$ cat src/design/xadc_params.svh
`ifndef XADC_PARAMS_SVH
`define XADC_PARAMS_SVH

// Conversion port
`define XADC_RESULT_W         12
`define XADC_CHAN_W           3
`define XADC_CODE_W           4     // Codes above 7 select all channels

// Packet geometry
`define XADC_SAMPLES_PER_PKT  5
`define XADC_WORDS_PER_PKT    4
`define XADC_WORD_W           16
`define XADC_PKT_W            64

// Frame and run control
`define XADC_MAX_FRAME_WORDS  600   // Words per frame before a forced end
`define XADC_LEN_W            12
`define XADC_COUNT_W          11
`define XADC_DELAY_W          18

`endif

$ cat src/design/xadc_pkg.sv
`include "xadc_params.svh"

package xadc_pkg;

    // Header nibble on top, slot 4 just below it, slot 0 at the bottom
    typedef struct packed {
        logic [`XADC_PKT_W-`XADC_SAMPLES_PER_PKT*`XADC_RESULT_W-1:0] header;
        logic [`XADC_SAMPLES_PER_PKT-1:0][`XADC_RESULT_W-1:0]       slot;
    } pkt_fields_t;

    // Same 64 bits seen by the assembler as fields, by the writer as FIFO words
    typedef union packed {
        pkt_fields_t                                       fields;
        logic [`XADC_WORDS_PER_PKT-1:0][`XADC_WORD_W-1:0]  words;  // Word 3 goes out first
    } xadc_packet_u;

endpackage

$ cat src/design/sample_sequencer.sv
`timescale 1ns/1ps
`include "xadc_params.svh"

module sample_sequencer
(
    input  logic                        clk125,
    input  logic                        rst,
    input  logic                        data_in_rdy,
    input  logic [`XADC_CODE_W-1:0]     chan_code,
    input  logic [`XADC_COUNT_W-1:0]    sample_size,
    input  logic                        conv_done,
    input  logic [`XADC_RESULT_W-1:0]   conv_result,
    input  logic                        delay_expired,
    input  logic                        frame_done,
    output logic                        busy,
    output logic                        conv_start,
    output logic [`XADC_CHAN_W-1:0]     chan_sel,
    output logic                        delay_load,
    output logic                        sample_save,
    output logic [`XADC_RESULT_W-1:0]   sample_value,
    output logic [`XADC_CHAN_W-1:0]     sample_chan,
    output logic                        flush
);

typedef enum logic [2:0] {
    st_idle,
    st_convert,
    st_wait_conv,
    st_gap,
    st_flush_wait,
    st_release
} seq_state_t;

seq_state_t                 state;
logic                       all_chan;    // Sweep channels 0..7
logic [`XADC_COUNT_W-1:0]   sample_cnt;  // Conversions done on this channel
logic [1:0]                 flush_dly;   // Holds flush back behind the last save

//////////////////////////////
// Run control
//////////////////////////////
always_ff @(posedge clk125)
begin
    if (rst)
    begin
        state       <= st_idle;
        busy        <= 1'b0;
        conv_start  <= 1'b0;
        delay_load  <= 1'b0;
        sample_save <= 1'b0;
        flush       <= 1'b0;
        flush_dly   <= 2'b00;
        all_chan    <= 1'b0;
        chan_sel    <= '0;
        sample_cnt  <= '0;
    end
    else
    begin
        conv_start  <= 1'b0;                   // Pulses by default
        delay_load  <= 1'b0;
        sample_save <= 1'b0;
        flush_dly   <= {flush_dly[0], 1'b0};
        flush       <= flush_dly[1];           // Two cycles after the last save
        case (state)
            st_idle:
            begin
                if (data_in_rdy)
                begin
                    busy       <= 1'b1;
                    all_chan   <= (chan_code > `XADC_CODE_W'(7));
                    chan_sel   <= (chan_code > `XADC_CODE_W'(7)) ?
                                  '0 : chan_code[`XADC_CHAN_W-1:0];
                    sample_cnt <= '0;
                    state      <= st_convert;
                end
            end
            st_convert:
            begin
                conv_start <= 1'b1;            // chan_sel already settled
                state      <= st_wait_conv;
            end
            st_wait_conv:
            begin
                if (conv_done)
                begin
                    sample_save <= 1'b1;
                    sample_cnt  <= sample_cnt + `XADC_COUNT_W'(1);
                    if (sample_cnt + `XADC_COUNT_W'(1) == sample_size)
                    begin
                        flush_dly <= 2'b01;    // Channel finished
                        state     <= st_flush_wait;
                    end
                    else
                    begin
                        delay_load <= 1'b1;
                        state      <= st_gap;
                    end
                end
            end
            st_gap:
            begin
                if (delay_expired)
                    state <= st_convert;
            end
            st_flush_wait:
            begin
                if (frame_done)
                begin
                    sample_cnt <= '0;
                    // Next channel of the sweep, or done
                    if (all_chan && chan_sel != '1)
                    begin
                        chan_sel <= chan_sel + `XADC_CHAN_W'(1);
                        state    <= st_convert;
                    end
                    else
                        state <= st_release;
                end
            end
            st_release:
            begin
                if (!data_in_rdy)              // Old request withdrawn
                begin
                    busy  <= 1'b0;
                    state <= st_idle;
                end
            end
            default: state <= st_idle;
        endcase
    end
end

// Result and its channel one cycle behind conv_done
always_ff @(posedge clk125)
begin
    if (conv_done)
    begin
        sample_value <= conv_result;
        sample_chan  <= chan_sel;
    end
end

a_start_apart_from_done: assert property (@(posedge clk125) disable iff (rst)
    conv_start |-> !conv_done);

a_done_then_save: assert property (@(posedge clk125) disable iff (rst)
    conv_done |=> sample_save);

endmodule

$ cat src/design/sample_delay_timer.sv
`timescale 1ns/1ps
`include "xadc_params.svh"

module sample_delay_timer
(
    input  logic                       clk125,
    input  logic                       rst,
    input  logic                       delay_load,
    input  logic [`XADC_DELAY_W-1:0]   delay_in,
    output logic                       delay_expired
);

logic [`XADC_DELAY_W-1:0]   count;    // Cycles left in the gap
logic                       running;

// Fires delay_in+1 cycles after the load pulse
assign delay_expired = running && (count == '0);

always_ff @(posedge clk125)
begin
    if (rst)
    begin
        running <= 1'b0;
        count   <= '0;
    end
    else if (delay_load && !running)
    begin
        running <= 1'b1;
        count   <= delay_in;
    end
    else if (running)
    begin
        if (count == '0)
            running <= 1'b0;               // Expiry cycle
        else
            count <= count - `XADC_DELAY_W'(1);
    end
end

a_no_reload: assert property (@(posedge clk125) disable iff (rst)
    delay_load |-> !running);

endmodule

$ cat src/design/packet_assembler.sv
`timescale 1ns/1ps
`include "xadc_params.svh"

module packet_assembler
(
    input  logic                        clk125,
    input  logic                        rst,
    input  logic                        sample_save,
    input  logic [`XADC_RESULT_W-1:0]   sample_value,
    input  logic [`XADC_CHAN_W-1:0]     sample_chan,
    input  logic                        flush,
    output logic                        pkt_ready,
    output xadc_pkg::xadc_packet_u      pkt_data,
    output logic                        pkt_empty_flush
);

xadc_pkg::xadc_packet_u   pkt;         // Packet being filled
xadc_pkg::xadc_packet_u   pkt_next;    // pkt with the incoming result merged
logic [2:0]               fill;        // Slots in use
logic                     pkt_full;    // Fifth result arriving
logic                     flush_send;  // Flush of a partial packet

assign pkt_full   = sample_save && (fill == 3'(`XADC_SAMPLES_PER_PKT - 1));
assign flush_send = flush && (fill != 3'd0);

// Slot picked by the fill count and header taken from the channel
always_comb
begin
    pkt_next                   = pkt;
    pkt_next.fields.header     = {1'b0, sample_chan};
    pkt_next.fields.slot[fill] = sample_value;
end

//////////////////////////////
// Fill and handover
//////////////////////////////
always_ff @(posedge clk125)
begin
    if (rst)
    begin
        pkt             <= '0;
        fill            <= 3'd0;
        pkt_ready       <= 1'b0;
        pkt_empty_flush <= 1'b0;
    end
    else
    begin
        pkt_ready       <= pkt_full || flush_send;
        pkt_empty_flush <= flush && (fill == 3'd0);   // Nothing left to send
        if (pkt_full || flush_send)
        begin
            pkt  <= '0;                    // Cleared as it leaves
            fill <= 3'd0;
        end
        else if (sample_save)
        begin
            pkt  <= pkt_next;
            fill <= fill + 3'd1;
        end
    end
end

// Copy handed to the writer
always_ff @(posedge clk125)
begin
    if (pkt_full)
        pkt_data <= pkt_next;
    else if (flush_send)
        pkt_data <= pkt;
end

a_flush_apart_from_save: assert property (@(posedge clk125) disable iff (rst)
    flush |-> !sample_save);

endmodule

$ cat src/design/fifo_writer.sv
`timescale 1ns/1ps
`include "xadc_params.svh"

module fifo_writer
(
    input  logic                        clk125,
    input  logic                        rst,
    input  logic                        pkt_ready,
    input  xadc_pkg::xadc_packet_u      pkt_data,
    input  logic                        pkt_empty_flush,
    input  logic                        flush,
    output logic                        fifo_wr,
    output logic [`XADC_WORD_W-1:0]     fifo_data,
    output logic                        end_of_data,
    output logic [`XADC_LEN_W-1:0]      packet_len,
    output logic                        frame_done
);

xadc_pkg::xadc_packet_u   snap;         // Packet being drained
logic                     sending;      // Words 2..0 still to go
logic [1:0]               word_idx;     // Next snapshot word
logic                     flush_flag;   // Flush not yet matched to a packet
logic                     snap_flush;   // Snapshot closes its frame
logic                     empty_pend;   // Empty flush held behind the stream
logic [`XADC_LEN_W-1:0]   frame_words;  // Words in this frame so far
logic                     frame_end;

assign frame_end = snap_flush ||
                   (frame_words >= `XADC_LEN_W'(`XADC_MAX_FRAME_WORDS));

//////////////////////////////
// Word sequencing and framing
//////////////////////////////
always_ff @(posedge clk125)
begin
    if (rst)
    begin
        sending     <= 1'b0;
        word_idx    <= 2'd0;
        flush_flag  <= 1'b0;
        snap_flush  <= 1'b0;
        empty_pend  <= 1'b0;
        frame_words <= '0;
        fifo_wr     <= 1'b0;
        end_of_data <= 1'b0;
        packet_len  <= '0;
        frame_done  <= 1'b0;
    end
    else
    begin
        fifo_wr     <= 1'b0;
        end_of_data <= 1'b0;
        frame_done  <= fifo_wr && end_of_data && snap_flush;  // After a flush's word 0
        if (flush)
            flush_flag <= 1'b1;
        if (pkt_ready)
        begin
            snap_flush  <= flush_flag;
            flush_flag  <= 1'b0;
            sending     <= 1'b1;
            word_idx    <= 2'(`XADC_WORDS_PER_PKT - 2);      // Word 3 leaves now
            fifo_wr     <= 1'b1;
            frame_words <= frame_words + `XADC_LEN_W'(`XADC_WORDS_PER_PKT);
        end
        else if (sending)
        begin
            fifo_wr  <= 1'b1;
            word_idx <= word_idx - 2'd1;
            if (word_idx == 2'd0)
            begin
                sending <= 1'b0;
                if (frame_end)             // Mark on word 0
                begin
                    end_of_data <= 1'b1;
                    packet_len  <= frame_words;
                    frame_words <= '0;
                end
            end
        end
        else if (pkt_empty_flush || empty_pend)
        begin
            end_of_data <= 1'b1;           // Marker without a write
            frame_done  <= 1'b1;
            packet_len  <= frame_words;
            frame_words <= '0;
            empty_pend  <= 1'b0;
            flush_flag  <= 1'b0;
        end
        if (pkt_empty_flush && sending)
        begin
            empty_pend <= 1'b1;            // Wait for the stream to finish
            flush_flag <= 1'b0;
        end
    end
end

// Snapshot and output word
always_ff @(posedge clk125)
begin
    if (pkt_ready)
    begin
        snap      <= pkt_data;
        fifo_data <= pkt_data.words[`XADC_WORDS_PER_PKT-1];
    end
    else if (sending)
        fifo_data <= snap.words[word_idx];
end

a_no_overrun: assert property (@(posedge clk125) disable iff (rst)
    pkt_ready |-> !sending);

endmodule

$ cat src/design/xadc_sampler_top.sv
`timescale 1ns/1ps
`include "xadc_params.svh"

module xadc_sampler_top
(
    input  logic                        clk125,
    input  logic                        rst,
    input  logic                        data_in_rdy,
    input  logic [`XADC_CODE_W-1:0]     chan_code,
    input  logic [`XADC_COUNT_W-1:0]    sample_size,
    input  logic [`XADC_DELAY_W-1:0]    delay_in,
    input  logic                        conv_done,
    input  logic [`XADC_RESULT_W-1:0]   conv_result,
    output logic                        busy,
    output logic                        conv_start,
    output logic [`XADC_CHAN_W-1:0]     chan_sel,
    output logic                        fifo_wr,
    output logic [`XADC_WORD_W-1:0]     fifo_data,
    output logic                        end_of_data,
    output logic [`XADC_LEN_W-1:0]      packet_len
);

// Sequencer to timer
logic                        delay_load;
logic                        delay_expired;

// Sequencer to assembler
logic                        sample_save;
logic [`XADC_RESULT_W-1:0]   sample_value;
logic [`XADC_CHAN_W-1:0]     sample_chan;
logic                        flush;

// Assembler to writer, writer back to sequencer
logic                        pkt_ready;
xadc_pkg::xadc_packet_u      pkt_data;
logic                        pkt_empty_flush;
logic                        frame_done;

// Port names match the wires above one for one
sample_sequencer   u_sequencer (.*);
sample_delay_timer u_timer     (.*);
packet_assembler   u_assembler (.*);
fifo_writer        u_writer    (.*);

endmodule

$ cat config.mk
export PLATFORM = sky130hd
export DESIGN_NAME = xadc_sampler_top
export DESIGN_NICKNAME = d
export VERILOG_FILES = /design/src/design/xadc_pkg.sv /design/src/design/sample_sequencer.sv /design/src/design/sample_delay_timer.sv /design/src/design/packet_assembler.sv /design/src/design/fifo_writer.sv /design/src/design/xadc_sampler_top.sv
export VERILOG_INCLUDE_DIRS = /design/src /design/src/design
export SDC_FILE = /design/constraint.sdc
export NUM_CORES = 1
export LEC_CHECK = 0
export BUFFER_PORTS_ARGS = -buffer_cell sky130_fd_sc_hd__buf_2
export CAP_MARGIN = 20
export CORE_AREA = 4 4 154 156
export CTS_CLUSTER_SIZE = 20
export DETAILED_ROUTE_END_ITERATION = 7
export DIE_AREA = 0 0 158 160
export GPL_ROUTABILITY_DRIVEN = 0
export PLACE_DENSITY = 0.83
export SLEW_MARGIN = 30
export SYNTH_ARGS = -nofsm -noshare
export SYNTH_HDL_FRONTEND = slang
export SYNTH_SLANG_ARGS = --single-unit
$ cat constraint.sdc
create_clock -name clk125 -period 5.15 [get_ports clk125]
set_input_delay 0 -clock clk125 [delete_from_list [all_inputs] [get_ports clk125]]
set_output_delay 0 -clock clk125 [all_outputs]
set_load 0.03 [all_outputs]
==> results, run 1 <==
- For this design the static power due to leakage is 4.82 nW.
- The critical-path maximum fanout is 7.
- For this block, the routed nets add up to 24.3 mm of wire.
- The antenna diode count is 0.
- The area of the die is 25300 um^2.
- Of the post-synthesis cell area, the dominant cell type holds 0.397.
- For this run, design rule violations remaining after detail routing come to 0.
- After detailed routing, the number of vias per cell comes to 5.64.
- The critical path goes through ha_1 -> and3_1 -> nand3_1 -> xnor2_1 -> nor4_1 -> nand4_1 -> dlygate4sd3_1 -> a221oi_2.
- For this block, the initial DRC count from the detailed router was 618.
- The worst path arrival time is 3.29 ns.
- The number of endpoints failing setup at the final stage is 0.
- The Yosys step of the flow raised 0 warnings.
- The number of cells traversed by the worst hold path is 3.
- The share of flip-flops with an asynchronous set or reset after synthesis is 0.
- After clock tree synthesis, the clock-pin slew on the worst setup and hold paths is 0.07 ns.
- The category of the most critical setup path is reg -> reg.
- The fraction of layout instances using a drive strength above 1 is 0.155.
- The final route contains 8059 vias.
- After clock tree synthesis, the repair step resized 0 gates.
- The detailed-router iteration count before antenna repair is 5.
- The mean instance size in the synthesized netlist is 11.1 um^2.
- The number of nets at the end of the flow is 1181.
- The cell count of the worst reg-to-reg path is 8.
- The clock passes through at most 3 buffers.
- In the synthesized netlist the dominant register cell turns out to be sky130_fd_sc_hd__edfxtp_1.
- Among cell families on the critical path, the largest total delay comes from simple AND/OR/NAND/NOR gates.
- The final critical-path setup slack is 2.32 ns.
- The number of synthesized flops with an enable pin is 157.
- The number of clock buffers added by TritonCTS is 28.
- The number of distinct library cells after synthesis is 61.
- For this run, the register share of the synthesized area comes to 0.635.
- The row count is 55.
- The detail route stage leaves a number of antenna-violating nets equal to 0.
- The kind of launch point of the worst setup path is a flip-flop.
- Setup repair after global routing left no endpoint under its margin.
- The initial standard-cell utilization of the core is 0.530.
- The number of levels in the clock H-tree is 1.
- The number of failing hold endpoints at the final stage was 0.
- The total negative slack for setup checks is 0 ns.
- The cell area after synthesis is 11900 um^2.
- The cell at the slowest stage of the critical path is sky130_fd_sc_hd__dlygate4sd3_1.
- The worst pin sits at a relative slew slack of 0.455.
- The number of slew-limit violations in the final report was 0.
- The vertical die dimension is 160 um.
- The TritonCTS clock tree is yes.
- For this run the aggregate overflow at the end of global routing stands at 0.
- The period utilization is 0.550.
- Input and output buffers added on the ports amount to 81.
- The buffer type at the clock tree root is sky130_fd_sc_hd__clkbuf_16.
- Synthesis produced 1068 cells.
- STA classifies the critical path endpoint as a flip-flop.
- The via count of the first global-routing pass came to 7633.
- After legalization and detailed placement, the total HPWL measured 15.3 mm.
- For the final database, setup skew stands at 0.00763 ns.
- The run finished with clean final reports.
- The biggest area consumer among synthesized cells is sky130_fd_sc_hd__edfxtp_1.
- In the post-synthesis netlist, the biggest area contributors are sky130_fd_sc_hd__edfxtp_1 (40%), sky130_fd_sc_hd__dfxtp_1 (24%), sky130_fd_sc_hd__nand2_1 (6.5%), sky130_fd_sc_hd__a21oi_1 (4.3%), sky130_fd_sc_hd__clkbuf_1 (3.0%).
- The floorplan step set the die width to 158 um.
- The number of post-CTS setup repair buffers is 0.
- The tool flagged a number of max-cap violations equal to 0.
- The layout-stage area growth over the synthesis result is 14.8%.
- The number of clock sinks seen by CTS is 298.
- The worst ir drop on vdd is 269 uV.
- The worst stage delay on the critical path is 0.59 ns.
- The class of the tightest hold or removal check is in -> reg.
- The slew at the pin closest to its max-slew limit is 0.818 ns.
- Pin placement for this block handled 84 I/O pins.
- After layout, the minimum clock period comes to 2.83 ns.
- The post-place setup slack is 2.27 ns.
- In the final routed layout, each cell accounts on average for 17.0 um.
- The wire length of the first global-routing pass is 39.2 mm.
- For the worst setup path, the data required time is 5.61 ns.
- The total power divided by cell area is 379 nW/um^2.
- In this run, synthesis produced a sequential element count of 298.
- The maximum number of pins on one net before global-route repair is 87.
- For this run, the total global-route usage over all layers was measured as 0.191.
- The clock reaches the later pin of the worst-skew pair after 0.54 ns.
- The filler cell count in the final layout is 1620.
- Counting buffers and inverters, the worst setup path is 8 cells deep.
- The area of the core is 22400 um^2.
- Based on the critical path, the design can be clocked at up to 353 MHz.
- The buffering stage count on the worst path with inverters included is 1.
- The initial antenna violation count is 0.
==> tightest hold or removal path, stage by stage <==
cell,delay (ns)
sky130_fd_sc_hd__buf_2,0.09
sky130_fd_sc_hd__buf_4,0.31
sky130_fd_sc_hd__nor2_1,0.16
==> where the power goes <==
group	switching [W]	leakage (nW)	internal, W	total, W
Sequential	0.0000775	2.58	0.00254	0.00261
Clock	0.000871	0.444	0.00115	0.00202
Combinational	0.000313	1.80	0.000220	0.000534
Total	0.00126	4.82	0.00391	0.00517
==> flip-flops by register name (all words and copies together), names as in the netlist, 2 cells and up <==
signal                    cells
u_writer.fifo_data           16
u_sequencer.sample_value     12
u_writer.word_idx             2
u_writer.snap                63
u_sequencer.sample_cnt       11
u_sequencer.sample_chan       3
u_sequencer.state             3
u_sequencer.chan_sel          3
u_assembler.fill              3
u_assembler.pkt              63
u_writer.packet_len          10
u_assembler.pkt_data         63
u_sequencer.flush_dly         2
u_writer.frame_words         10
u_timer.count                18
==> path summary, 6_finish.rpt <==
kind	from	end	slack, ns
hold reg to reg	u_assembler.pkt_data[24]	u_writer.snap[24]	0.42
hold / removal	rst	u_timer.count[2]	0.06
setup reg to reg	u_sequencer.sample_cnt[0]	u_sequencer.state[2]	2.32
setup / recovery	u_sequencer.sample_cnt[0]	u_sequencer.state[2]	2.32
==> routing by layer <==
layer,wire length [um],up-vias,track usage
met4,701,0,0.0636
met5,0,-,0
met1,10600,3869,0.273
met3,1380,56,0.0279
met2,11600,278,0.301
li1,-,3856,-
==> placed cells by master, fill, tap and decap left out, types with 7 or more instances in the layout <==
master | synthesis | routed
sky130_fd_sc_hd__o21ai_0 | 26 | 26
sky130_fd_sc_hd__nand3_1 | 20 | 20
sky130_fd_sc_hd__mux2i_1 | 18 | 18
sky130_fd_sc_hd__buf_2 | 3 | 81
sky130_fd_sc_hd__nor2_1 | 66 | 66
sky130_fd_sc_hd__dfxtp_1 | 141 | 140
sky130_fd_sc_hd__clkbuf_16 | 0 | 30
sky130_fd_sc_hd__xnor2_1 | 15 | 15
sky130_fd_sc_hd__mux4_2 | 15 | 15
sky130_fd_sc_hd__xor2_1 | 10 | 10
sky130_fd_sc_hd__inv_1 | 14 | 14
sky130_fd_sc_hd__clkbuf_1 | 95 | 8
sky130_fd_sc_hd__edfxtp_1 | 157 | 157
sky130_fd_sc_hd__nor2b_1 | 8 | 8
sky130_fd_sc_hd__a211oi_1 | 9 | 8
sky130_fd_sc_hd__a21oi_1 | 102 | 101
sky130_fd_sc_hd__ha_1 | 10 | 10
sky130_fd_sc_hd__dlygate4sd3_1 | 0 | 39
sky130_fd_sc_hd__nor3_1 | 18 | 18
sky130_fd_sc_hd__and3_1 | 14 | 14
sky130_fd_sc_hd__a31oi_1 | 7 | 7
sky130_fd_sc_hd__a22oi_1 | 7 | 7
sky130_fd_sc_hd__mux2_2 | 19 | 19
sky130_fd_sc_hd__nand2_1 | 206 | 206
==> cells in the mapped netlist (3+ instances only) <==
library cell / instances
sky130_fd_sc_hd__nand2_1: 206
sky130_fd_sc_hd__edfxtp_1: 157
sky130_fd_sc_hd__dfxtp_1: 141
sky130_fd_sc_hd__a21oi_1: 102
sky130_fd_sc_hd__clkbuf_1: 95
sky130_fd_sc_hd__nor2_1: 66
sky130_fd_sc_hd__o21ai_0: 26
sky130_fd_sc_hd__nand3_1: 20
sky130_fd_sc_hd__mux2_2: 19
sky130_fd_sc_hd__mux2i_1: 18
sky130_fd_sc_hd__nor3_1: 18
sky130_fd_sc_hd__mux4_2: 15
sky130_fd_sc_hd__xnor2_1: 15
sky130_fd_sc_hd__and3_1: 14
sky130_fd_sc_hd__inv_1: 14
sky130_fd_sc_hd__ha_1: 10
sky130_fd_sc_hd__xor2_1: 10
sky130_fd_sc_hd__a211oi_1: 9
sky130_fd_sc_hd__nor2b_1: 8
sky130_fd_sc_hd__a22oi_1: 7
sky130_fd_sc_hd__a31oi_1: 7
sky130_fd_sc_hd__nand2b_1: 6
sky130_fd_sc_hd__o31ai_1: 6
sky130_fd_sc_hd__a21o_1: 5
sky130_fd_sc_hd__o41ai_1: 5
sky130_fd_sc_hd__buf_1: 4
sky130_fd_sc_hd__nand4_1: 4
sky130_fd_sc_hd__nor3b_1: 4
sky130_fd_sc_hd__nor4_1: 4
sky130_fd_sc_hd__o22ai_1: 4
sky130_fd_sc_hd__a22o_1: 3
sky130_fd_sc_hd__and2_1: 3
sky130_fd_sc_hd__buf_2: 3
sky130_fd_sc_hd__o21a_1: 3
sky130_fd_sc_hd__or2_2: 3
sky130_fd_sc_hd__or3_1: 3
sky130_fd_sc_hd__or4_1: 3
==> repair_timing <==
item | 4_1_cts | 5_1_grt
hold buffers | 39 | 0
hold endpoints to repair | 52 | 0
setup endpoints to repair | 0 | 0
==> cell families after synthesis <==
group                    count (synthesis)  synth area share
flip-flops                             298             0.635
other                                    1          0.000316
adder cells (fa/ha/maj)                 10            0.0105
buffers and inverters                  119            0.0386
AND/OR/NAND/NOR                        371             0.138
XOR/XNOR                                25            0.0185
AO/OA/AOI/OAI                          192            0.0973
multiplexers                            52            0.0617
==> final cells by class <==
type,count,area [um^2],area share
Clock inverter,12,98.8,0.00725
Clock buffer,40,808,0.0593
Tap cell,285,357,0.0262
Multi-Input combinational cell,652,3900,0.286
Sequential cell,298,7540,0.553
Timing Repair Buffer,127,868,0.0637
Inverter,15,56.3,0.00413
==> metrics by stage <==
step	instances	hold WS [ns]	util	instance area [um^2]	power [W]
floorplan	1069	0.0989	-	11900	0.00304
global placement	1337	0.178	0.550	12300	0.00314
detailed placement	1337	0.178	0.550	12300	0.00316
CTS	1428	0.0735	0.608	13600	0.00518
global route	1429	0.110	0.609	13600	0.00536
finish	1429	0.0617	0.609	13600	0.00517
Power figures use the tool's default switching activity.
==> run 2: changes to the inputs <==
- ABC_AREA: not set -> 1
- CORE_AREA: 4 4 154 156 -> 4 4 158 160
- DIE_AREA: 0 0 158 160 -> 0 0 162 164
- clock period: 5.15 -> 2.4 ns (I/O delays scaled with it)
==> run 2 against run 1 <==
Against the previous run:
- non-clock buffer count is 25 higher
- first-iteration DRC count is 67% higher
- worst setup slack worse by 2.2 ns
- clock power is 120% higher
- final cell count is 21% higher
- critical path type unchanged
- critical endpoint is now u_sequencer.all_chan
- highest routed layer unchanged
==> results, run 2 <==
- In the post-route analysis, the smallest setup slack over all paths is 0.0935 ns.
- The design draws 0.0127 W.
- The number of buffers inserted during clock tree synthesis is 29.
- For this run the aggregate overflow at the end of global routing stands at 0.
- The number of nets with antenna violations after routing is 0.
- The critical register-to-register path startpoint is u_sequencer.state[0].
- The later pin in the worst-skew pair is clocked with a latency of 0.54 ns.
- Setup slack on the worst reg-to-reg path comes out at 0.09 ns.
- The worst hold path terminates at u_sequencer.flush_dly[0].
- The startpoint of the tightest hold check path is sample_size[0].
- The largest registers in the layout are u_assembler.pkt: 63 flops, u_assembler.pkt_data: 63 flops, u_writer.snap: 63 flops.
- The worst hold path belongs to the class in -> reg.
- The static leakage power is 5.70 nW.
- The area of the die is 26600 um^2.
- IR analysis of the VDD net gives a maximum drop of 530 uV.
- The endpoint kind of the worst setup timing path is a flip-flop.
- The first global-routing pass estimated 45.7 mm of wire.
- The critical path crosses 8 cells after its start point.
- Of the total power, the share spent switching nets is 0.283.
- The tightest hold margin is 0.0684 ns.
- The global router's overall resource usage is 0.208.
- The reg-to-reg critical path endpoint is u_sequencer.all_chan.
- The first detailed-routing pass ran for 6 iterations.
- The buffer type at the clock tree root is sky130_fd_sc_hd__clkbuf_16.
- The share of the yosys chip area belonging to registers is 0.602.
- For this block, wires on met1 add up to 11.9 mm.
- For the finished layout, the period the worst path requires is 2.31 ns.
- The HPWL reported at the end of detailed placement is 17.3 mm.
- The post-synthesis register bit count is 298.
- The DRC violations left is 0.
- In the synthesized netlist, the number of instances is 1314.
- Counting instances in the post-synthesis netlist gives the leading cell types as sky130_fd_sc_hd__nand2_1 (203), sky130_fd_sc_hd__nor2_1 (160), sky130_fd_sc_hd__edfxtp_1 (157).
- The slew at the pin closest to its max-slew limit is 0.823 ns.
- The number of post-CTS setup repair buffers is 0.
- The clock input transition at the sequential cells of the worst setup and hold paths is 0.06 ns.
- Yosys attributes the largest share of cell area to sky130_fd_sc_hd__edfxtp_1 (38%), sky130_fd_sc_hd__dfxtp_1 (23%), sky130_fd_sc_hd__nand2_1 (6.1%), sky130_fd_sc_hd__o21ai_0 (5.4%), sky130_fd_sc_hd__nor2_1 (4.8%).
- Dividing the detail-routed via count by the number of cells gives 5.50.
- In this run, the number of DRC markers left after iteration 0 of detailed routing was 1030.
- The horizontal die dimension is 162 um.
- Detailed routing placed a total of 13.3 mm of wire on met2.
- Across the routed clock network, the largest skew measured is 0.0111 ns.
- In this run, distinct cell masters in the synthesized netlist total 48.
- Max-cap violations in this run came to 0.
- CTS saw 298 sinks.
- The total power divided by cell area is 876 nW/um^2.
- The total area inside the core boundary comes to 23400 um^2.
- The repair_antennas step left the layout with diodes totalling 0.
- In this run the worst path has a maximum fanout of 4.
- Setup violations remaining at the end of the flow were counted as 0.
- The total via count after detailed routing is 9525.
- The mapped netlist covers 12500 um^2.
- The initial antenna violation count was 0.
- The share of synthesized area in the top cell type comes to 0.376.
- The synthesized design contains 157 enable-type register cells.
- The kind of launch point of the worst setup path is a flip-flop.
- The filler cell count in the final layout is 1841.
- The number of nets at the end of the flow is 1448.
- In the post-synthesis netlist, the cell with the most instances is sky130_fd_sc_hd__nand2_1.
- Static timing analysis puts the maximum clock frequency at 434 MHz.
- Walking the worst path, the cells encountered are nor2_1 -> inv_2 -> nor2_1 -> nand2_1 -> o21ai_0 -> dlygate4sd3_1 -> a21oi_1 -> dlygate4sd3_1.
- The mean instance size in the synthesized netlist is 9.53 um^2.
- At the end of the flow the core is filled with cells to 0.621.
- The TritonCTS clock tree is yes.
- The worst path arrival time is 2.73 ns.
- Setup repair after global routing left no endpoint under its margin.
- The maximum root-to-sink buffer count is 3.
- For this configuration, the core starts out at a cell density of 0.535.
- The logic gate share of total power is 0.180.
- The Yosys step of the flow raised 0 warnings.
- The average wire length per cell after detail routing is 16.1 um.
- The most used flip-flop cell after synthesis is sky130_fd_sc_hd__edfxtp_1.
- The biggest area consumer among synthesized cells is sky130_fd_sc_hd__edfxtp_1.
- The share of total power dissipated in sequential elements is 0.470.
- In this run the power spent charging and discharging nets is 0.00360 W.
- The cell count of the worst reg-to-reg path is 8.
- CTS built an H-tree with a depth of 1.
- Leaving out fill and tap cells, the most frequent cells in the layout are sky130_fd_sc_hd__nand2_1 (203), sky130_fd_sc_hd__nor2_1 (159), sky130_fd_sc_hd__edfxtp_1 (157), sky130_fd_sc_hd__dfxtp_1 (137), sky130_fd_sc_hd__o21ai_0 (121).
- The row count is 56.
- In the detailed route, the total length drawn on met3 is 2.03 mm.
- The category of the most critical setup path is reg -> reg.
- The number of buffers and inverters on the critical path is 3.
- The maximum number of pins on one net before global-route repair is 129.
- The number of slew-limit violations in the final report is 0.
- Leaving out fill and tap cells, the most frequent cell in the layout is sky130_fd_sc_hd__nand2_1.
- The count of buffers added on input and output ports is 81.
- The cell at the slowest stage of the critical path is sky130_fd_sc_hd__dlygate4sd3_1.
- The number of failing hold endpoints at the final stage is 0.
- After synthesis, the share of flip-flops with an asynchronous set or reset is 0.
- The post-place setup slack is 0.366 ns.
- The detailed-route wire length is 27.9 mm.
- In this run the tightest slew margin relative to its limit is 0.452.
- The via count of the first global-routing pass is 9323.
- Of the total power, the clock network draws 0.351.
- The number of cells traversed by the worst hold path is 8.
- 84 I/O pins were placed.
- On the worst path, the slowest cell contributes a delay of 0.57 ns.
- The internal cell power is 0.00914 W.
- The vertical die dimension is 164 um.
- The run finished with clean final reports.
- The gate family responsible for the most delay along the worst path is buffers and inverters.
- The data required time at the worst endpoint is 2.82 ns.
- Routed signal wires occupy layers up through met4.
- Of the cells placed in the final design, the portion with a size suffix greater than 1 is 0.132.
- The layout-stage area growth over the synthesis result is 16.1%.
- The period utilization is 0.961.
run 2: timing repair:
item / 4_1_cts / 5_1_grt
hold buffers: 50 / 0
resized for setup: 0 / 1
endpoints found under the setup margin: 0 / 1
endpoints found under the hold margin: 72 / 0
run 2: kinds of logic (layout without fill, tap and decap cells):
family,Yosys count,after routing,share of synthesized area
adder cells (fa/ha/maj),10,10,0.00999
AND/OR/NAND/NOR,456,456,0.151
AO/OA/AOI/OAI,297,297,0.131
flip-flops,298,298,0.602
buffers and inverters,196,293,0.0611
XOR/XNOR,8,8,0.00559
multiplexers,48,48,0.0384
other,1,2,0.000299
run 2: area by class of cell:
class,count,area [um^2],share of cell area
clock buffers,40,787,0.0541
clock inverters,14,146,0.0101
inverters,87,333,0.0229
multi-input cells,821,4250,0.292
flip-flops and latches,298,7540,0.519
well taps,319,399,0.0275
repair buffers,152,1080,0.0743
run 2: worst max-delay path by stage:
stage | startpoint | slack [ns] | endpoint
after global placement | u_sequencer.state[0] | 0.47 | u_sequencer.sample_cnt[5]
after global routing | u_sequencer.state[0] | 0.009 | u_sequencer.all_chan
after CTS | rst | 0.07 | u_sequencer.all_chan
after floorplan | u_assembler.fill[0] | -0.03 | u_assembler.pkt[28]
after detailed placement | u_sequencer.state[0] | 0.37 | u_sequencer.sample_cnt[6]
final | u_sequencer.state[0] | 0.09 | u_sequencer.all_chan
run 2: metrics by stage:
stage	setup TNS, ns	instances	area [um^2]
after floorplan	-1.64	1315	12600
after detailed placement	0	1627	13100
after global routing	0	1731	14500
after CTS	0	1731	14500
final	0	1731	14500
after global placement	0	1627	13100
run 2: per-layer routing:
metal,vias up,global-route usage
met5,-,0
met4,0,0.0634
met3,67,0.0294
met2,431,0.353
met1,4400,0.281
li1,4627,-
run 2: worst min-delay path, stage by stage:
cell and delay (ns):
sky130_fd_sc_hd__buf_2 0.09, sky130_fd_sc_hd__xor2_1 0.05, sky130_fd_sc_hd__nand2_1 0.05, sky130_fd_sc_hd__nor2_1 0.05
sky130_fd_sc_hd__nand3_1 0.11, sky130_fd_sc_hd__nor3_1 0.07, sky130_fd_sc_hd__nand4_1 0.10, sky130_fd_sc_hd__nor2_1 0.04
run 2: power by group through the flow:
stage          sequential, W  combinational, W  clock (W)
2_1_floorplan        0.00605           0.00168          0
3_3_place_gp         0.00605           0.00205          0
3_5_place_dp         0.00607           0.00213          0
4_1_cts              0.00597           0.00222    0.00453
5_1_grt              0.00601           0.00258    0.00473
6_report             0.00598           0.00229    0.00447
==> run 3: changes to the inputs <==
- CORE_AREA: 4 4 158 160 -> 4 4 113 223
- DIE_AREA: 0 0 162 164 -> 0 0 117 227
- MAX_ROUTING_LAYER: not set -> met4
- PLACE_DENSITY: 0.83 -> 0.76
==> run 3 against run 2 <==
Against the previous run:
- clock power decreased by 8.1%
- sequential share of layout area increased by 0.65 points
- combinational power increased by 3%
- final area decreased by 1.2%
- critical path depth decreased by 1
- non-clock buffer count decreased by 6
- die area about the same
- total power decreased by 2.3%
==> results, run 3 (synthesis results as in run 2) <==
- The post-place setup slack is 0.362 ns.
- The initial standard-cell utilization of the core is 0.537.
- The endpoint of the worst hold path is u_sequencer.flush_dly[0].
- The count of port buffers added during placement is 81.
- The HPWL reported at the end of detailed placement is 20.0 mm.
- The proportion of power drawn by flip-flops and latches is 0.481.
- The antenna diode count is 0.
- The count of pins on the block boundary is 84.
- Of the total power, the share spent switching nets is 0.297.
- The critical-path maximum fanout is 6.
- The via count of the first global-routing pass is 9447.
- The region available for standard cell placement spans 23300 um^2.
- The max-capacitance violation count is 0.
- On the final layout, the worst clock skew is 0.0169 ns.
- The cell count of the worst reg-to-reg path is 7.
- The final period demand of the worst path is 2.27 ns.
- In the final layout, the registers with the most flip-flops are u_assembler.pkt: 63 flops, u_assembler.pkt_data: 63 flops, u_writer.snap: 63 flops.
- Entering global routing, the biggest net connects 129 pins.
- The buffer type at the clock tree root is sky130_fd_sc_hd__clkbuf_16.
- After layout, the worst setup slack is 0.130 ns.
- The logic gate share of total power is 0.189.
- The category of the most critical setup path is reg -> reg.
- The startpoint of the tightest hold check path is sample_size[5].
- The number of failing hold endpoints at the final stage came to 0.
- The startpoint identified for the worst register-to-register timing path is u_sequencer.state[2].
- The clock latency reported for the late side of the worst-skew pair is 0.55 ns.
- Of the total power, the clock network draws 0.330.
- In the layout the commonest cells are sky130_fd_sc_hd__nand2_1 (203), sky130_fd_sc_hd__nor2_1 (157), sky130_fd_sc_hd__edfxtp_1 (157), sky130_fd_sc_hd__dfxtp_1 (137), sky130_fd_sc_hd__o21ai_0 (121).
- The worst setup path startpoint is u_sequencer.state[2].
- The analysis attributes to cell leakage a power of 5.62 nW.
- The maximum root-to-sink buffer count is 3.
- The clock net in this run drives a total of 298 sinks.
- The relative slew slack is 0.430.
- In this design, the stage delay of the slowest critical-path cell is 0.57 ns.
- The number of cells traversed by the worst hold path is 6.
- The tightest hold path in the finished design has a slack of 0.0334 ns.
- Summed over all nets, the switching power comes to 0.00369 W.
- The total power divided by cell area is 867 nW/um^2.
- The class of the tightest hold or removal check is in -> reg.
- The number of post-CTS setup repair buffers is 0.
- The worst ir drop on vdd is 444 uV.
- The vertical die dimension is 227 um.
- The total via count after detailed routing is 9383.
- The number of nets with antenna violations after routing is 0.
- The finished cells cover 14400 um^2.
- The fraction of layout instances using a drive strength above 1 is 0.134.
- In the global route stage, overall resource usage came out at 0.228.
- The first global-routing pass estimated 46.3 mm of wire.
- The signal on the critical path passes through inv_2 -> nor2_2 -> inv_2 -> nand3_1 -> dlygate4sd3_1 -> a31oi_1 -> dlygate4sd3_1.
- The filler cell count in the final layout is 1872.
- The detailed-router iteration count before antenna repair is 5.
- Timing would allow up to 440 MHz.
- CTS built an H-tree with a depth of 1.
- TritonCTS built the clock tree.
- The layout-stage area growth over the synthesis result is 14.6%.
- The flop-to-flop setup slack is 0.13 ns.
- The area of the die is 26600 um^2.
- The DRC violations left is 0.
- The run finished with clean final reports.
- The total global routing overflow is 0.
- At the end of the flow, the number of nets in the layout was 1439.
- The data required time at the worst endpoint is 2.83 ns.
- Dividing the final minimum period by the clock period gives 0.946.
- The most common cell after layout, fill and taps aside is sky130_fd_sc_hd__nand2_1.
- The row count is 79.
- Setup repair after global routing left no endpoint under its margin.
- The total placed instance area is 13100 um^2.
- Dividing the detail-routed wire length by the instance count gives 17.4 um.
- The kind of launch point of the worst setup path is a flip-flop.
- Among all stages on the critical path, the largest delay is contributed by sky130_fd_sc_hd__dlygate4sd3_1.
- For the pin with the worst max-slew slack, the measured transition is 0.855 ns.
- The worst path arrival time is 2.70 ns.
- The internal portion of the total power is 0.00875 W.
- Setup violations remaining at the end of the flow were counted as 0.
- The detailed router finished its first iteration with 656 violations.
- The detailed-route wire length is 29.2 mm.
- The initial antenna violation count was 0.
- The number of slew-limit violations in the final report is 0.
- The detail-routed via count per cell is 5.58.
- The worst setup path is captured at a flip-flop.
- Clock-pin slew was measured on the worst setup and hold paths at 0.07 ns.
- The horizontal die dimension is 117 um.
- The endpoint identified for the worst register-to-register timing path is u_sequencer.chan_sel[2].
- The number of buffers inserted during clock tree synthesis is 26.
run 3: cell count changes in the layout (fill, tap and decap cells not counted), sizes merged:
cell	change
clkinvlp	+5
bufinv	-2
dlygate4sd3	-6
inv	-1
clkbuf	-9
run 3: power groups by stage:
stage	sequential (W)	clock (W)	combinational, W
final	0.00599	0.00411	0.00235
after global routing	0.00602	0.00436	0.00262
after CTS	0.00598	0.00419	0.00230
after detailed placement	0.00609	0	0.00222
after global placement	0.00607	0	0.00217
after floorplan	0.00605	0	0.00168
run 3: metal layers:
layer  track usage  part of all wire  vias to the layer above
met3        0.0242             0.036                       98
met2         0.435              0.56                      235
met5             -                 0                        -
li1              -                 -                     4591
met1         0.218              0.35                     4459
met4         0.119             0.050                        0
run 3: per-stage QoR:
step           std cells  total power, W  utilization  TNS, ns
3_5_place_dp        1591         0.00831        0.561        0
4_1_cts             1682          0.0125        0.615        0
3_3_place_gp        1591         0.00824        0.561        0
5_1_grt             1682          0.0130        0.616        0
2_1_floorplan       1315         0.00773            -    -1.64
6_report            1682          0.0124        0.616        0
run 3: worst max-delay path by stage:
stage | endpoint | slack [ns] | cells after the start
floorplan | u_assembler.pkt[28] | -0.03 | 9
global placement | u_timer.count[10] | 0.43 | 11
detailed placement | u_timer.count[10] | 0.36 | 11
CTS | u_sequencer.chan_sel[2] | 0.13 | 8
global route | u_sequencer.chan_sel[2] | 0.04 | 7
finish | u_sequencer.chan_sel[2] | 0.13 | 7
run 3: final cells by class:
cell class	instances	area (um^2)	area share
multi-input cells	821	4250	0.296
inverters	87	329	0.0229
clock inverters	16	123	0.00854
well taps	283	354	0.0247
clock buffers	31	711	0.0495
repair buffers	146	1040	0.0728
flip-flops and latches	298	7540	0.525
run 3: timing repair:
| item | 4_1_cts | 5_1_grt |
|---|---|---|
| setup endpoints to repair | 0 | 2 |
| endpoints found under the hold margin | 68 | 0 |
| gates resized for setup | 0 | 2 |
| hold buffers | 44 | 0 |
run 3: critical path, delay by kind of cell (launching register included):
family,cells,cell delay (ns)
simple gates,2,0.28
flops,1,0.48
compound gates,1,0.07
buf+inv,4,1.31
